## config.mk

```make
export PLATFORM = sky130hd
export DESIGN_NAME = dmmu
export DESIGN_NICKNAME = d
export VERILOG_FILES = /design/src/source/mmu_pkg.sv /design/src/source/dmmu.sv /design/src/source/access_check.sv /design/src/source/lookup_stage_reg.sv /design/src/source/dtlb.sv
export VERILOG_INCLUDE_DIRS = /design/src /design/src/source
export SDC_FILE = /design/constraint.sdc
export NUM_CORES = 1
export LEC_CHECK = 0
export BUFFER_PORTS_ARGS = -buffer_cell sky130_fd_sc_hd__buf_2
export CAP_MARGIN = 10
export CORE_MARGIN = 2
export CORE_UTILIZATION = 40
export CTS_CLUSTER_DIAMETER = 200
export DETAILED_ROUTE_END_ITERATION = 8
export HOLD_SLACK_MARGIN = 0.02
export PLACE_DENSITY_LB_ADDON = 0.05
export SLEW_MARGIN = 20
export SYNTH_ARGS = -nofsm -noshare
export SYNTH_HDL_FRONTEND = slang
export SYNTH_SLANG_ARGS = --single-unit
```

## constraint.sdc

```tcl
create_clock -name clk_i -period 3 [get_ports clk_i]
set_input_delay 0.15 -clock clk_i [delete_from_list [all_inputs] [get_ports clk_i]]
set_output_delay 0.15 -clock clk_i [all_outputs]
set_load 0.02 [all_outputs]
```

## src/source/mmu_settings.svh

```systemverilog
`ifndef MMU_SETTINGS_SVH
`define MMU_SETTINGS_SVH

// sv39 virtual address width
`define MMU_VLEN 39
// physical address width
`define MMU_PLEN 56
// physical page number width
`define MMU_PPNW 44
// address space identifier width
`define MMU_ASIDW 9
// exception value width
`define MMU_XLEN 64
// page offset width for 4K pages
`define MMU_OFFSET_W 12

// default number of data TLB entries
`define MMU_TLB_ENTRIES 4

`endif
```

## src/source/mmu_pkg.sv

```systemverilog
`include "mmu_settings.svh"

package mmu_pkg;

    // ------------------------------------------------------------------
    // virtual address
    // ------------------------------------------------------------------

    // three 9 bit vpn levels above the page offset
    typedef struct packed {
        logic [8:0]                 vpn2;
        logic [8:0]                 vpn1;
        logic [8:0]                 vpn0;
        logic [`MMU_OFFSET_W-1:0]   offset;
    } vaddr_fields_t;

    // flat view for pass-through and tval, field view for tag match
    typedef union packed {
        logic [`MMU_VLEN-1:0]   flat;
        vaddr_fields_t          f;
    } vaddr_t;

    // ------------------------------------------------------------------
    // page table entry
    // ------------------------------------------------------------------

    typedef struct packed {
        logic [`MMU_PPNW-1:0]   ppn;
        logic                   d;
        logic                   a;
        logic                   g;
        logic                   u;
        logic                   x;
        logic                   w;
        logic                   r;
        logic                   v;
    } pte_t;

    // M mode accesses are handled like S mode
    typedef enum logic [1:0] {
        PRIV_U = 2'b00,
        PRIV_S = 2'b01
    } priv_lvl_t;

    // mcause encodings of the two page faults
    typedef enum logic [5:0] {
        CAUSE_LOAD_PAGE_FAULT  = 6'd13,
        CAUSE_STORE_PAGE_FAULT = 6'd15
    } exc_cause_t;

endpackage

```

## src/source/dmmu.sv

```systemverilog
`timescale 1ns/1ps
`include "mmu_settings.svh"

module dmmu (
    input  logic                    clk_i,
    input  logic                    rst_ni,
    // request side
    input  logic                    req_valid_i,
    output logic                    req_ready_o,
    input  mmu_pkg::vaddr_t         req_vaddr_i,
    input  logic                    req_is_store_i,
    input  logic                    en_translation_i,
    input  mmu_pkg::priv_lvl_t      priv_lvl_i,
    input  logic                    sum_i,
    input  logic [`MMU_ASIDW-1:0]   asid_i,
    // response side
    output logic                    resp_valid_o,
    input  logic                    resp_ready_i,
    output logic [`MMU_PLEN-1:0]    resp_paddr_o,
    output logic                    resp_miss_o,
    output logic                    exc_valid_o,
    output mmu_pkg::exc_cause_t     exc_cause_o,
    output logic [`MMU_XLEN-1:0]    exc_tval_o,
    // refill
    input  logic                    upd_valid_i,
    input  mmu_pkg::vaddr_t         upd_vaddr_i,
    input  logic [`MMU_ASIDW-1:0]   upd_asid_i,
    input  logic                    upd_is_2m_i,
    input  logic                    upd_is_1g_i,
    input  mmu_pkg::pte_t           upd_pte_i,
    // flush
    input  logic                    flush_i,
    input  logic [`MMU_ASIDW-1:0]   flush_asid_i,
    input  mmu_pkg::vaddr_t         flush_vaddr_i
);
    import mmu_pkg::*;

    // tlb answer in the request cycle
    logic       tlb_hit;
    pte_t       tlb_pte;
    logic       tlb_is_2m;
    logic       tlb_is_1g;

    // registered stage
    logic       s_valid;
    vaddr_t     s_vaddr;
    logic       s_is_store;
    logic       s_hit;
    pte_t       s_pte;
    logic       s_is_2m;
    logic       s_is_1g;
    logic       s_en_translation;
    priv_lvl_t  s_priv_lvl;
    logic       s_sum;

    // ------------------------------------------------------------------
    // cycle 0 lookup
    // ------------------------------------------------------------------

    dtlb #(
        .NumEntries    ( `MMU_TLB_ENTRIES )
    ) i_dtlb (
        .clk_i         ( clk_i            ),
        .rst_ni        ( rst_ni           ),
        .lu_vaddr_i    ( req_vaddr_i      ),
        .lu_asid_i     ( asid_i           ),
        .lu_hit_o      ( tlb_hit          ),
        .lu_pte_o      ( tlb_pte          ),
        .lu_is_2m_o    ( tlb_is_2m        ),
        .lu_is_1g_o    ( tlb_is_1g        ),
        .upd_valid_i   ( upd_valid_i      ),
        .upd_vaddr_i   ( upd_vaddr_i      ),
        .upd_asid_i    ( upd_asid_i       ),
        .upd_is_2m_i   ( upd_is_2m_i      ),
        .upd_is_1g_i   ( upd_is_1g_i      ),
        .upd_pte_i     ( upd_pte_i        ),
        .flush_i       ( flush_i          ),
        .flush_asid_i  ( flush_asid_i     ),
        .flush_vaddr_i ( flush_vaddr_i    )
    );

    lookup_stage_reg i_stage (
        .clk_i            ( clk_i            ),
        .rst_ni           ( rst_ni           ),
        .in_valid_i       ( req_valid_i      ),
        .in_ready_o       ( req_ready_o      ),
        .out_valid_o      ( s_valid          ),
        .out_ready_i      ( resp_ready_i     ),
        .vaddr_i          ( req_vaddr_i      ),
        .is_store_i       ( req_is_store_i   ),
        .hit_i            ( tlb_hit          ),
        .pte_i            ( tlb_pte          ),
        .is_2m_i          ( tlb_is_2m        ),
        .is_1g_i          ( tlb_is_1g        ),
        .en_translation_i ( en_translation_i ),
        .priv_lvl_i       ( priv_lvl_i       ),
        .sum_i            ( sum_i            ),
        .vaddr_o          ( s_vaddr          ),
        .is_store_o       ( s_is_store       ),
        .hit_o            ( s_hit            ),
        .pte_o            ( s_pte            ),
        .is_2m_o          ( s_is_2m          ),
        .is_1g_o          ( s_is_1g          ),
        .en_translation_o ( s_en_translation ),
        .priv_lvl_o       ( s_priv_lvl       ),
        .sum_o            ( s_sum            )
    );

    // ------------------------------------------------------------------
    // cycle 1 response
    // ------------------------------------------------------------------

    assign resp_valid_o = s_valid;

    access_check i_check (
        .valid_i          ( s_valid          ),
        .vaddr_i          ( s_vaddr          ),
        .is_store_i       ( s_is_store       ),
        .hit_i            ( s_hit            ),
        .pte_i            ( s_pte            ),
        .is_2m_i          ( s_is_2m          ),
        .is_1g_i          ( s_is_1g          ),
        .en_translation_i ( s_en_translation ),
        .priv_lvl_i       ( s_priv_lvl       ),
        .sum_i            ( s_sum            ),
        .paddr_o          ( resp_paddr_o     ),
        .miss_o           ( resp_miss_o      ),
        .exc_valid_o      ( exc_valid_o      ),
        .exc_cause_o      ( exc_cause_o      ),
        .exc_tval_o       ( exc_tval_o       )
    );

endmodule

```

## src/source/access_check.sv

```systemverilog
`timescale 1ns/1ps
`include "mmu_settings.svh"

module access_check (
    input  logic                    valid_i,
    input  mmu_pkg::vaddr_t         vaddr_i,
    input  logic                    is_store_i,
    input  logic                    hit_i,
    input  mmu_pkg::pte_t           pte_i,
    input  logic                    is_2m_i,
    input  logic                    is_1g_i,
    input  logic                    en_translation_i,
    input  mmu_pkg::priv_lvl_t      priv_lvl_i,
    input  logic                    sum_i,
    output logic [`MMU_PLEN-1:0]    paddr_o,
    output logic                    miss_o,
    output logic                    exc_valid_o,
    output mmu_pkg::exc_cause_t     exc_cause_o,
    output logic [`MMU_XLEN-1:0]    exc_tval_o
);
    import mmu_pkg::*;

    logic s_mode;
    logic priv_err;
    logic fault;

    // ------------------------------------------------------------------
    // permission checks
    // ------------------------------------------------------------------

    // anything other than U counts as supervisor
    assign s_mode = (priv_lvl_i != PRIV_U);

    // user page from S without SUM, or supervisor page from U
    assign priv_err = (s_mode && pte_i.u && !sum_i) || (!s_mode && !pte_i.u);

    // stores also need a writable and dirty page
    assign fault = is_store_i ? (!pte_i.w || !pte_i.d || priv_err) : priv_err;

    // ------------------------------------------------------------------
    // address composition and response
    // ------------------------------------------------------------------

    always_comb begin : compose
        paddr_o     = '0;
        miss_o      = 1'b0;
        exc_valid_o = 1'b0;
        exc_cause_o = exc_cause_t'(6'd0);
        exc_tval_o  = '0;
        if (valid_i) begin
            if (!en_translation_i) begin
                // bare mode
                paddr_o = {{(`MMU_PLEN - `MMU_VLEN){1'b0}}, vaddr_i.flat};
            end else begin
                // 4K page by default
                paddr_o = {pte_i.ppn, vaddr_i.f.offset};
                // mega page keeps vpn0 from the virtual address
                if (is_2m_i || is_1g_i) begin
                    paddr_o[`MMU_OFFSET_W +: 9] = vaddr_i.f.vpn0;
                end
                // giga page keeps vpn1 as well
                if (is_1g_i) begin
                    paddr_o[`MMU_OFFSET_W + 9 +: 9] = vaddr_i.f.vpn1;
                end
                if (!hit_i) begin
                    // requester refills and retries
                    miss_o = 1'b1;
                end else if (fault) begin
                    exc_valid_o = 1'b1;
                    exc_cause_o = is_store_i ? CAUSE_STORE_PAGE_FAULT : CAUSE_LOAD_PAGE_FAULT;
                    exc_tval_o  = {{(`MMU_XLEN - `MMU_VLEN){vaddr_i.flat[`MMU_VLEN-1]}},
                                   vaddr_i.flat};
                end
            end
        end
    end

endmodule

```

## src/source/lookup_stage_reg.sv

```systemverilog
`timescale 1ns/1ps

module lookup_stage_reg (
    input  logic                clk_i,
    input  logic                rst_ni,
    // handshake
    input  logic                in_valid_i,
    output logic                in_ready_o,
    output logic                out_valid_o,
    input  logic                out_ready_i,
    // request and tlb answer
    input  mmu_pkg::vaddr_t     vaddr_i,
    input  logic                is_store_i,
    input  logic                hit_i,
    input  mmu_pkg::pte_t       pte_i,
    input  logic                is_2m_i,
    input  logic                is_1g_i,
    input  logic                en_translation_i,
    input  mmu_pkg::priv_lvl_t  priv_lvl_i,
    input  logic                sum_i,
    // registered copies
    output mmu_pkg::vaddr_t     vaddr_o,
    output logic                is_store_o,
    output logic                hit_o,
    output mmu_pkg::pte_t       pte_o,
    output logic                is_2m_o,
    output logic                is_1g_o,
    output logic                en_translation_o,
    output mmu_pkg::priv_lvl_t  priv_lvl_o,
    output logic                sum_o
);
    import mmu_pkg::*;

    logic       valid_q;
    logic       accept;
    vaddr_t     vaddr_q;
    pte_t       pte_q;
    priv_lvl_t  priv_lvl_q;
    logic [5:0] flags_q;

    // slot free or being drained this cycle
    assign in_ready_o  = !valid_q || out_ready_i;
    assign accept      = in_valid_i && in_ready_o;
    assign out_valid_o = valid_q;

    always_ff @(posedge clk_i or negedge rst_ni) begin : valid_reg
        if (!rst_ni) begin
            valid_q <= 1'b0;
        end else if (in_ready_o) begin
            valid_q <= in_valid_i;
        end
    end

    // payload only loads on accept and holds under back-pressure
    always_ff @(posedge clk_i) begin : payload_reg
        if (accept) begin
            vaddr_q    <= vaddr_i;
            pte_q      <= pte_i;
            priv_lvl_q <= priv_lvl_i;
            flags_q    <= {is_store_i, hit_i, is_2m_i, is_1g_i, en_translation_i, sum_i};
        end
    end

    assign vaddr_o          = vaddr_q;
    assign pte_o            = pte_q;
    assign priv_lvl_o       = priv_lvl_q;
    assign is_store_o       = flags_q[5];
    assign hit_o            = flags_q[4];
    assign is_2m_o          = flags_q[3];
    assign is_1g_o          = flags_q[2];
    assign en_translation_o = flags_q[1];
    assign sum_o            = flags_q[0];

endmodule

```

## src/source/dtlb.sv

```systemverilog
`timescale 1ns/1ps
`include "mmu_settings.svh"

module dtlb #(
    parameter int unsigned NumEntries = `MMU_TLB_ENTRIES
) (
    input  logic                    clk_i,
    input  logic                    rst_ni,
    // lookup port
    input  mmu_pkg::vaddr_t         lu_vaddr_i,
    input  logic [`MMU_ASIDW-1:0]   lu_asid_i,
    output logic                    lu_hit_o,
    output mmu_pkg::pte_t           lu_pte_o,
    output logic                    lu_is_2m_o,
    output logic                    lu_is_1g_o,
    // refill port
    input  logic                    upd_valid_i,
    input  mmu_pkg::vaddr_t         upd_vaddr_i,
    input  logic [`MMU_ASIDW-1:0]   upd_asid_i,
    input  logic                    upd_is_2m_i,
    input  logic                    upd_is_1g_i,
    input  mmu_pkg::pte_t           upd_pte_i,
    // flush port
    input  logic                    flush_i,
    input  logic [`MMU_ASIDW-1:0]   flush_asid_i,
    input  mmu_pkg::vaddr_t         flush_vaddr_i
);
    import mmu_pkg::*;

    localparam int unsigned IdxW = $clog2(NumEntries);

    // entry state
    logic [NumEntries-1:0]  valid_q;
    vaddr_t                 tag_q   [NumEntries];
    logic [`MMU_ASIDW-1:0]  asid_q  [NumEntries];
    pte_t                   pte_q   [NumEntries];
    logic [NumEntries-1:0]  is_2m_q;
    logic [NumEntries-1:0]  is_1g_q;

    // round-robin victim pointer
    logic [IdxW-1:0]        rr_q;
    logic [IdxW-1:0]        rr_next;

    logic [NumEntries-1:0]  lu_match;
    logic [NumEntries-1:0]  flush_hit;
    logic                   flush_asid_zero;
    logic                   flush_addr_zero;

    // vpn compare, upper levels only for super pages
    function automatic logic vpn_match(vaddr_t tag, vaddr_t va, logic is_2m, logic is_1g);
        logic m2;
        logic m1;
        logic m0;
        m2 = (tag.f.vpn2 == va.f.vpn2);
        m1 = (tag.f.vpn1 == va.f.vpn1);
        m0 = (tag.f.vpn0 == va.f.vpn0);
        return m2 && (m1 || is_1g) && (m0 || is_2m || is_1g);
    endfunction

    // ------------------------------------------------------------------
    // match logic
    // ------------------------------------------------------------------

    assign flush_asid_zero = (flush_asid_i == '0);
    assign flush_addr_zero = (flush_vaddr_i.flat == '0);

    always_comb begin : match_logic
        for (int unsigned i = 0; i < NumEntries; i++) begin
            // global pages hit under any asid
            lu_match[i] = valid_q[i] && (pte_q[i].g || asid_q[i] == lu_asid_i) &&
                          vpn_match(tag_q[i], lu_vaddr_i, is_2m_q[i], is_1g_q[i]);
            // asid specific flush spares global pages
            if (flush_asid_zero) begin
                flush_hit[i] = flush_addr_zero ||
                               vpn_match(tag_q[i], flush_vaddr_i, is_2m_q[i], is_1g_q[i]);
            end else begin
                flush_hit[i] = !pte_q[i].g && (asid_q[i] == flush_asid_i) &&
                               (flush_addr_zero ||
                                vpn_match(tag_q[i], flush_vaddr_i, is_2m_q[i], is_1g_q[i]));
            end
        end
    end

    // at most one entry matches, so a plain select is enough
    always_comb begin : lookup_mux
        lu_hit_o   = 1'b0;
        lu_pte_o   = '0;
        lu_is_2m_o = 1'b0;
        lu_is_1g_o = 1'b0;
        for (int unsigned i = 0; i < NumEntries; i++) begin
            if (lu_match[i]) begin
                lu_hit_o   = 1'b1;
                lu_pte_o   = pte_q[i];
                lu_is_2m_o = is_2m_q[i];
                lu_is_1g_o = is_1g_q[i];
            end
        end
    end

    // ------------------------------------------------------------------
    // refill and flush
    // ------------------------------------------------------------------

    // wrap for depths that are not a power of two
    assign rr_next = (rr_q == IdxW'(NumEntries - 1)) ? '0 : rr_q + 1'b1;

    // flush wins over a refill in the same cycle
    always_ff @(posedge clk_i or negedge rst_ni) begin : ctrl_regs
        if (!rst_ni) begin
            valid_q <= '0;
            rr_q    <= '0;
        end else if (flush_i) begin
            valid_q <= valid_q & ~flush_hit;
        end else if (upd_valid_i) begin
            valid_q[rr_q] <= 1'b1;
            rr_q          <= rr_next;
        end
    end

    always_ff @(posedge clk_i) begin : entry_regs
        if (upd_valid_i && !flush_i) begin
            tag_q[rr_q]   <= upd_vaddr_i;
            asid_q[rr_q]  <= upd_asid_i;
            pte_q[rr_q]   <= upd_pte_i;
            is_2m_q[rr_q] <= upd_is_2m_i;
            is_1g_q[rr_q] <= upd_is_1g_i;
        end
    end

endmodule

```

## Yosys cells after proc, flatten, opt, wreduce, memory -nomap -nowiden

Memory sizes are Yosys's and may differ from the RTL's.
Index checks and enable logic that the tools add are counted.

| word-level totals | value |
|---|---|
| bits in registers | 109 |
| bits in writable memories | 400 |
| bits of input ports | 209 |
| logic and storage cells | 195 |
| memories | 3 |

Memories:

| memory | depth | width | rd ports | clocked after memory_dff | wr ports | RTL line | source |
|---|---|---|---|---|---|---|---|
| i_dtlb.pte_q | 4 | 52 | 4 | 0 | 1 | dtlb.sv:36 | `pte_t pte_q [NumEntries];` |
| i_dtlb.tag_q | 4 | 39 | 4 | 0 | 1 | dtlb.sv:34 | `vaddr_t tag_q [NumEntries];` |
| i_dtlb.asid_q | 4 | 9 | 4 | 0 | 1 | dtlb.sv:35 | `` logic [`MMU_ASIDW-1:0] asid_q [NumEntries]; `` |

| cells by class | value |
|---|---|
| add/sub/neg operators | 1 |
| magnitude comparators | 2 |
| equality and inequality tests | 33 |
| mux-type cells | 47 |
| bitwise operators | 4 |
| reduce and logical (&&, ||, !) cells | 92 |

Operators with widths:

| kind | count |
|---|---|
| 9-bit == test | 32 |
| 64-bit 2-to-1 mux | 4 |
| 52-bit 2-to-1 mux | 4 |
| 56-bit 2-to-1 mux | 2 |
| 39-bit logical NOT | 1 |
| 1-bit logical AND | 38 |
| 1-bit logical OR | 37 |
| 1-bit 2-to-1 mux | 24 |
| 6-bit 2-to-1 mux | 4 |
| 9-bit 2-to-1 mux | 2 |
| 1-bit logical NOT | 11 |
| 9-bit logical NOT | 1 |
| 4-bit bitwise mux | 2 |
| 4-bit 2-to-1 mux | 2 |
| 4-bit AND | 1 |
| 2-bit 2-to-1 mux | 2 |
| 4-bit NOT | 1 |
| 4-bit bitwise OR | 1 |
| 2-bit nonzero test | 2 |
| 2-bit by 3-bit < comparator with 1-bit output, second input constant | 1 |
| 3-bit OR reduction | 1 |
| 2-bit by 1-bit adder with 2-bit output, second input constant | 1 |
| 1-bit demux with 2-bit select | 1 |
| 2-bit == test, second input constant | 1 |
| 3 further kinds | 3 |

## Depth between registers and ports, before layout

An unclocked memory read counts as a cell.

| logic depth | value |
|---|---|
| depth in word-level cells | 11 |
| depth in mapped cells | 9 |
| mapped depth without buffers | 7 |

## Modules after synthesis

A second synthesis with hierarchy kept.

| unflattened totals | value |
|---|---|
| cell total of the unflattened synthesis | 1487 |
| area total of the unflattened synthesis | 20921.3 um^2 |

By module, submodules not included:

| module | instances | cells each | area each (um^2) | seq. area each (um^2) |
|---|---|---|---|---|
| dtlb | 1 | 1179 | 16519.6 | 10960.5 |
| lookup_stage_reg | 1 | 103 | 3026.7 | 2997.9 |
| access_check | 1 | 205 | 1375.1 | 0.0 |

## Worst setup path after synthesis

No wires, ideal clock.

| path | value |
|---|---|
| path kind | register to register |
| from | reg i_stage.valid_q (netlist: i_stage.out_valid_o) |
| to | reg i_stage.flags_q[0] (enable) |
| arrival | 2.959 ns |
| data required time | 2.537 ns |
| path slack | -0.422 ns |
| stages on the path, launching flop included | 3 |
| clock period less this slack | 3.422 ns |
| cells stage by stage | dfrtp_1 > nand2b_1 > and2_1 |

| between the ends | value |
|---|---|
| longest elaborated chain between the ends | 3 |

RTL lines:

| what | RTL line | source |
|---|---|---|
| from (decl) | lookup_stage_reg.sv:34 | `logic valid_q;` |
| from (signal assigned) | lookup_stage_reg.sv:50 | `valid_q <= in_valid_i;` |
| 1-bit logical NOT | lookup_stage_reg.sv:42 | `assign in_ready_o = !valid_q \|\| out_ready_i;` |
| 1-bit logical OR | lookup_stage_reg.sv:42 |  |
| net req_ready_o | dmmu.sv:9 | `output logic req_ready_o,` |
| 1-bit logical AND | lookup_stage_reg.sv:43 | `assign accept = in_valid_i && in_ready_o;` |
| net i_stage.accept | lookup_stage_reg.sv:35 | `logic accept;` |
| to (signal assigned) | lookup_stage_reg.sv:60 | `flags_q <= {is_store_i, hit_i, is_2m_i, is_1g_i, en_translation_i, sum_i};` |
| to (decl) | lookup_stage_reg.sv:39 | `logic [5:0] flags_q;` |

The timed path passes the listed nets, and every way through them passes these cells.
A chain may end at the register's enable or synchronous reset.

==> results.md <==
- Worst-path maximum fanout: 30
- Static leakage: about 9.4 nW
- Max Transition Viols Final: 0
- Routed len/inst: around 23 um
- Die ar.: 0.0516 mm2
- Num CTS Buffers: 50
- I/O pins: between 300 and 400
- Worst Setup SP: i_dtlb.tag_q[3][26]
- Routed vias/inst: between 5 and 6
- Max Cap Violations: 0
- Startpoint Class: flip-flop
- Row count: 81
- H-tree depth: 2
- Reg2Reg Depth: 10
- # Post-CTS Setup Buffers: 0
- DP Area: between 0.02 and 0.025 mm2
- CTS sink cnt: 445
- CP Class: flip-flop to flip-flop
- Clk_skew: approximately 0.024 ns
- Switching Fraction: 0.240
- RSZ-0062 raised after global routing: no
- Core region area: 0.0491 mm2
- Layout cells sized above 1: 0.241
- Logic pwr share: 0.107
- Cell breakdown of the critical path: xnor2_1 -> nand4_1 -> o41ai_1 -> buf_4 -> nand4b_1 -> buf_12 -> and2_1 -> buf_12 -> o21a_1 -> a21oi_1
- Peak supply drop: approximately 0.00038 V
- CP Capture Type: flip-flop
- Worst-Margin Slew: ~0.7 ns
- Yosys top cell by area: edfxtp_1
- PwrDens: 606 mW/mm2
- Vias: ~13k
- Outcome: completed
- Sw power: between 0.003 and 0.004 W
- Hold crit path type: input port to flip-flop
- Avg Cell Area, Syn: about 14 um2
- Drc violations: 0
- CP Data Required Time: approximately 3.4 ns
- Slew headroom: 0.536
- Layout area overhead: 27.9%
- Max clock buf depth: 3
- Clock Latency Late Sink: ~0.60 ns
- Reg-to-Reg End: i_stage.pte_o[18]
- Top area cells in the synthesized netlist: edfxtp_1 66%, xor2_1 7.5%, xnor2_1 5.2%
- Initial antenna violation count: 7
- Critical Path End: i_stage.pte_o[18]
- Vias in the first global route: 13.1k
- Die X: 227 um
- Post-DRT Antenna Nets: 0
- Final period utilization: 0.948
- WP buf/inv: 3
- Yosys reg bits: between 400 and 500
- WP data arrival: ~3.3 ns
- Initial core utilization: 0.406
- # port buffers: 320
- Fmax: 0.352 GHz
- Post-synth cell types: 43
- CTS tree: done
- Sequential share of power: 0.491
- Die height: 227 um
- CP peak stage delay: between 0.5 and 0.6 ns
- Most frequent CP cell: buf_12
- Final setup fails: 0
- Mapped Cells: 1423
- DP HPWL: roughly 40000 um
- Clk pin slew, worst setup/hold paths: ~0.060 ns
- Clk root buf: clkbuf_16
- Stages on worst setup path: 10
- Largest net degree at the start of global routing: 55
- Setup TNS: 0 ns
- Internal power: approximately 0.012 W
- Final WL: around 58000 um
- Fill count: roughly 4.4k
- Syn Std Cell Area: roughly 0.02 mm2
- DRT iter0 DRCs: ~790
- Final min period: about 2.8 ns
- Final GP Congestion: approximately 0.88
- First-pass GRT wire length: between 80000 and 90000 um
- Register area share after synthesis: 0.669
- Grt ovf: 0
- CP delay by family, top: compound AO/OA/AOI/OAI gates
- Design area: about 0.025 mm2
- Total GRT Usage: 0.224
- Start of the worst register-to-register path: i_dtlb.tag_q[3][26]
- Worst reg-to-reg setup slack: about 0.16 ns
- Drt pass-1 iters: 7
- Synth top area share: 0.661
- CP max stage cell: o41ai_1
- Fin nets: 2078
- Synth warn: 0
- Clock power share: 0.402
- Final Hold Violating Endpoints: 0
==> logic make-up after synthesis <==
kind of cell	after synthesis	synth area share
simple gates	304	0.0847
mux	27	0.0136
xor+xnor	288	0.127
fa+ha+maj	4	0.00251
compound gates	218	0.0711
other cells	1	0.000188
flops	445	0.669
buf+inv	136	0.0317
==> sequential cells by signal (all words and copies together) (netlist names) <==
name / flops
i_stage.vaddr_o: 39
i_stage.flags_q: 6
i_stage.out_valid_o: 1
i_stage.priv_lvl_o: 2
i_stage.pte_o: 47
i_dtlb.is_2m_q: 4
i_dtlb.is_1g_q: 4
i_dtlb.asid_q: 36
i_dtlb.valid_q: 4
i_dtlb.rr_q: 2
i_dtlb.pte_q: 192
i_dtlb.tag_q: 108
==> cell usage after synthesis, drive strengths merged <==
library cell	number
o21ai	47
o2111ai	4
o22ai	1
edfxtp	438
a41oi	11
buf	41
clkbuf	73
nand2b	4
xnor2	118
a311oi	2
nor3	17
a31oi	1
a21boi	18
nand2	66
a2111o	1
nand4	26
o41ai	3
a221oi	1
o21a	47
nor2	21
o221ai	18
a21oi	63
nand3	2
nand4b	1
nor2b	40
conb	1
xor2	170
a21o	1
nor3b	1
ha	4
mux2i	27
dfrtp	7
inv	22
nor4	49
and3	17
and2	58
or3	1
nand3b	1
==> metal layers <==
metal,GRT usage,share of wire
met1,0.304,0.45
met2,0.364,0.47
met3,0.0399,0.059
met4,0.0772,0.028
met5,0,0.00090
==> timing repair <==
item                                    in CTS  in global routing
gates resized for setup                      0                  4
endpoints found under the hold margin      401                  0
hold buffers                               136                  0
endpoints found under the setup margin       0                 16
==> tightest hold or removal path, cell delays in order <==
cell	delay [ns]
buf_2	0.16
nor4_1	0.10
o21ai_0	0.16
a21oi_1	0.04
nor2_1	0.08
==> cell usage in the layout (no fill, tap or decap), drive strengths merged, types with 26 or more instances in the layout <==
cell,netlist,layout
nand2,66,66
xnor2,118,118
buf,41,367
xor2,170,170
nor2b,40,40
mux2i,27,27
a21oi,63,63
dlygate4sd3,0,136
nor4,49,49
nand4,26,26
o21ai,47,47
edfxtp,438,438
and2,58,58
clkbuf,73,61
o21a,47,47
==> how the worst min path moves through the flow <==
stage	end	cells past startpoint	from	slack, ns
CTS	i_dtlb.valid_q[3]	5	flush_asid_i[3]	0.13
global route	i_dtlb.valid_q[2]	5	flush_vaddr_i[37]	0.16
global placement	i_stage.out_valid_o	1	rst_ni	0.03
finish	i_dtlb.valid_q[3]	5	flush_asid_i[3]	0.13
floorplan	i_dtlb.rr_q[0]	0	rst_ni	-0.15
detailed placement	i_dtlb.rr_q[1]	1	rst_ni	0.04
==> metrics by stage <==
step | util | power (W) | hold WS, ns | setup slack, ns | instances
final | 0.519 | 0.0154 | 0.132 | 0.157 | 2570
after global routing | 0.519 | 0.0160 | 0.163 | 0.0000635 | 2569
after CTS | 0.518 | 0.0156 | 0.126 | 0.118 | 2567
after detailed placement | 0.457 | 0.00923 | 0.0366 | 0.133 | 2341
after global placement | 0.457 | 0.00922 | 0.0293 | 0.133 | 2341
after floorplan | - | 0.00848 | -0.146 | 0.527 | 1424
==> power by group through the flow <==
stage          Combinational, W  Clock, W  Sequential, W
2_1_floorplan          0.000825         0        0.00765
3_3_place_gp            0.00152         0        0.00770
3_5_place_dp            0.00152         0        0.00771
4_1_cts                 0.00167   0.00636        0.00758
5_1_grt                 0.00180   0.00660        0.00762
6_report                0.00166   0.00621        0.00758
==> cell type report <==
type	count	area (um2)	share of cell area
well taps	664	831	0.0326
inverters	22	82.6	0.00324
multi-input cells	843	6010	0.236
diodes	3	7.51	0.000295
clock inverters	29	338	0.0133
flip-flops and latches	445	13300	0.523
clock buffers	61	1320	0.0519
repair buffers	503	3540	0.139
No activity file was read; power rests on OpenSTA's default activity.
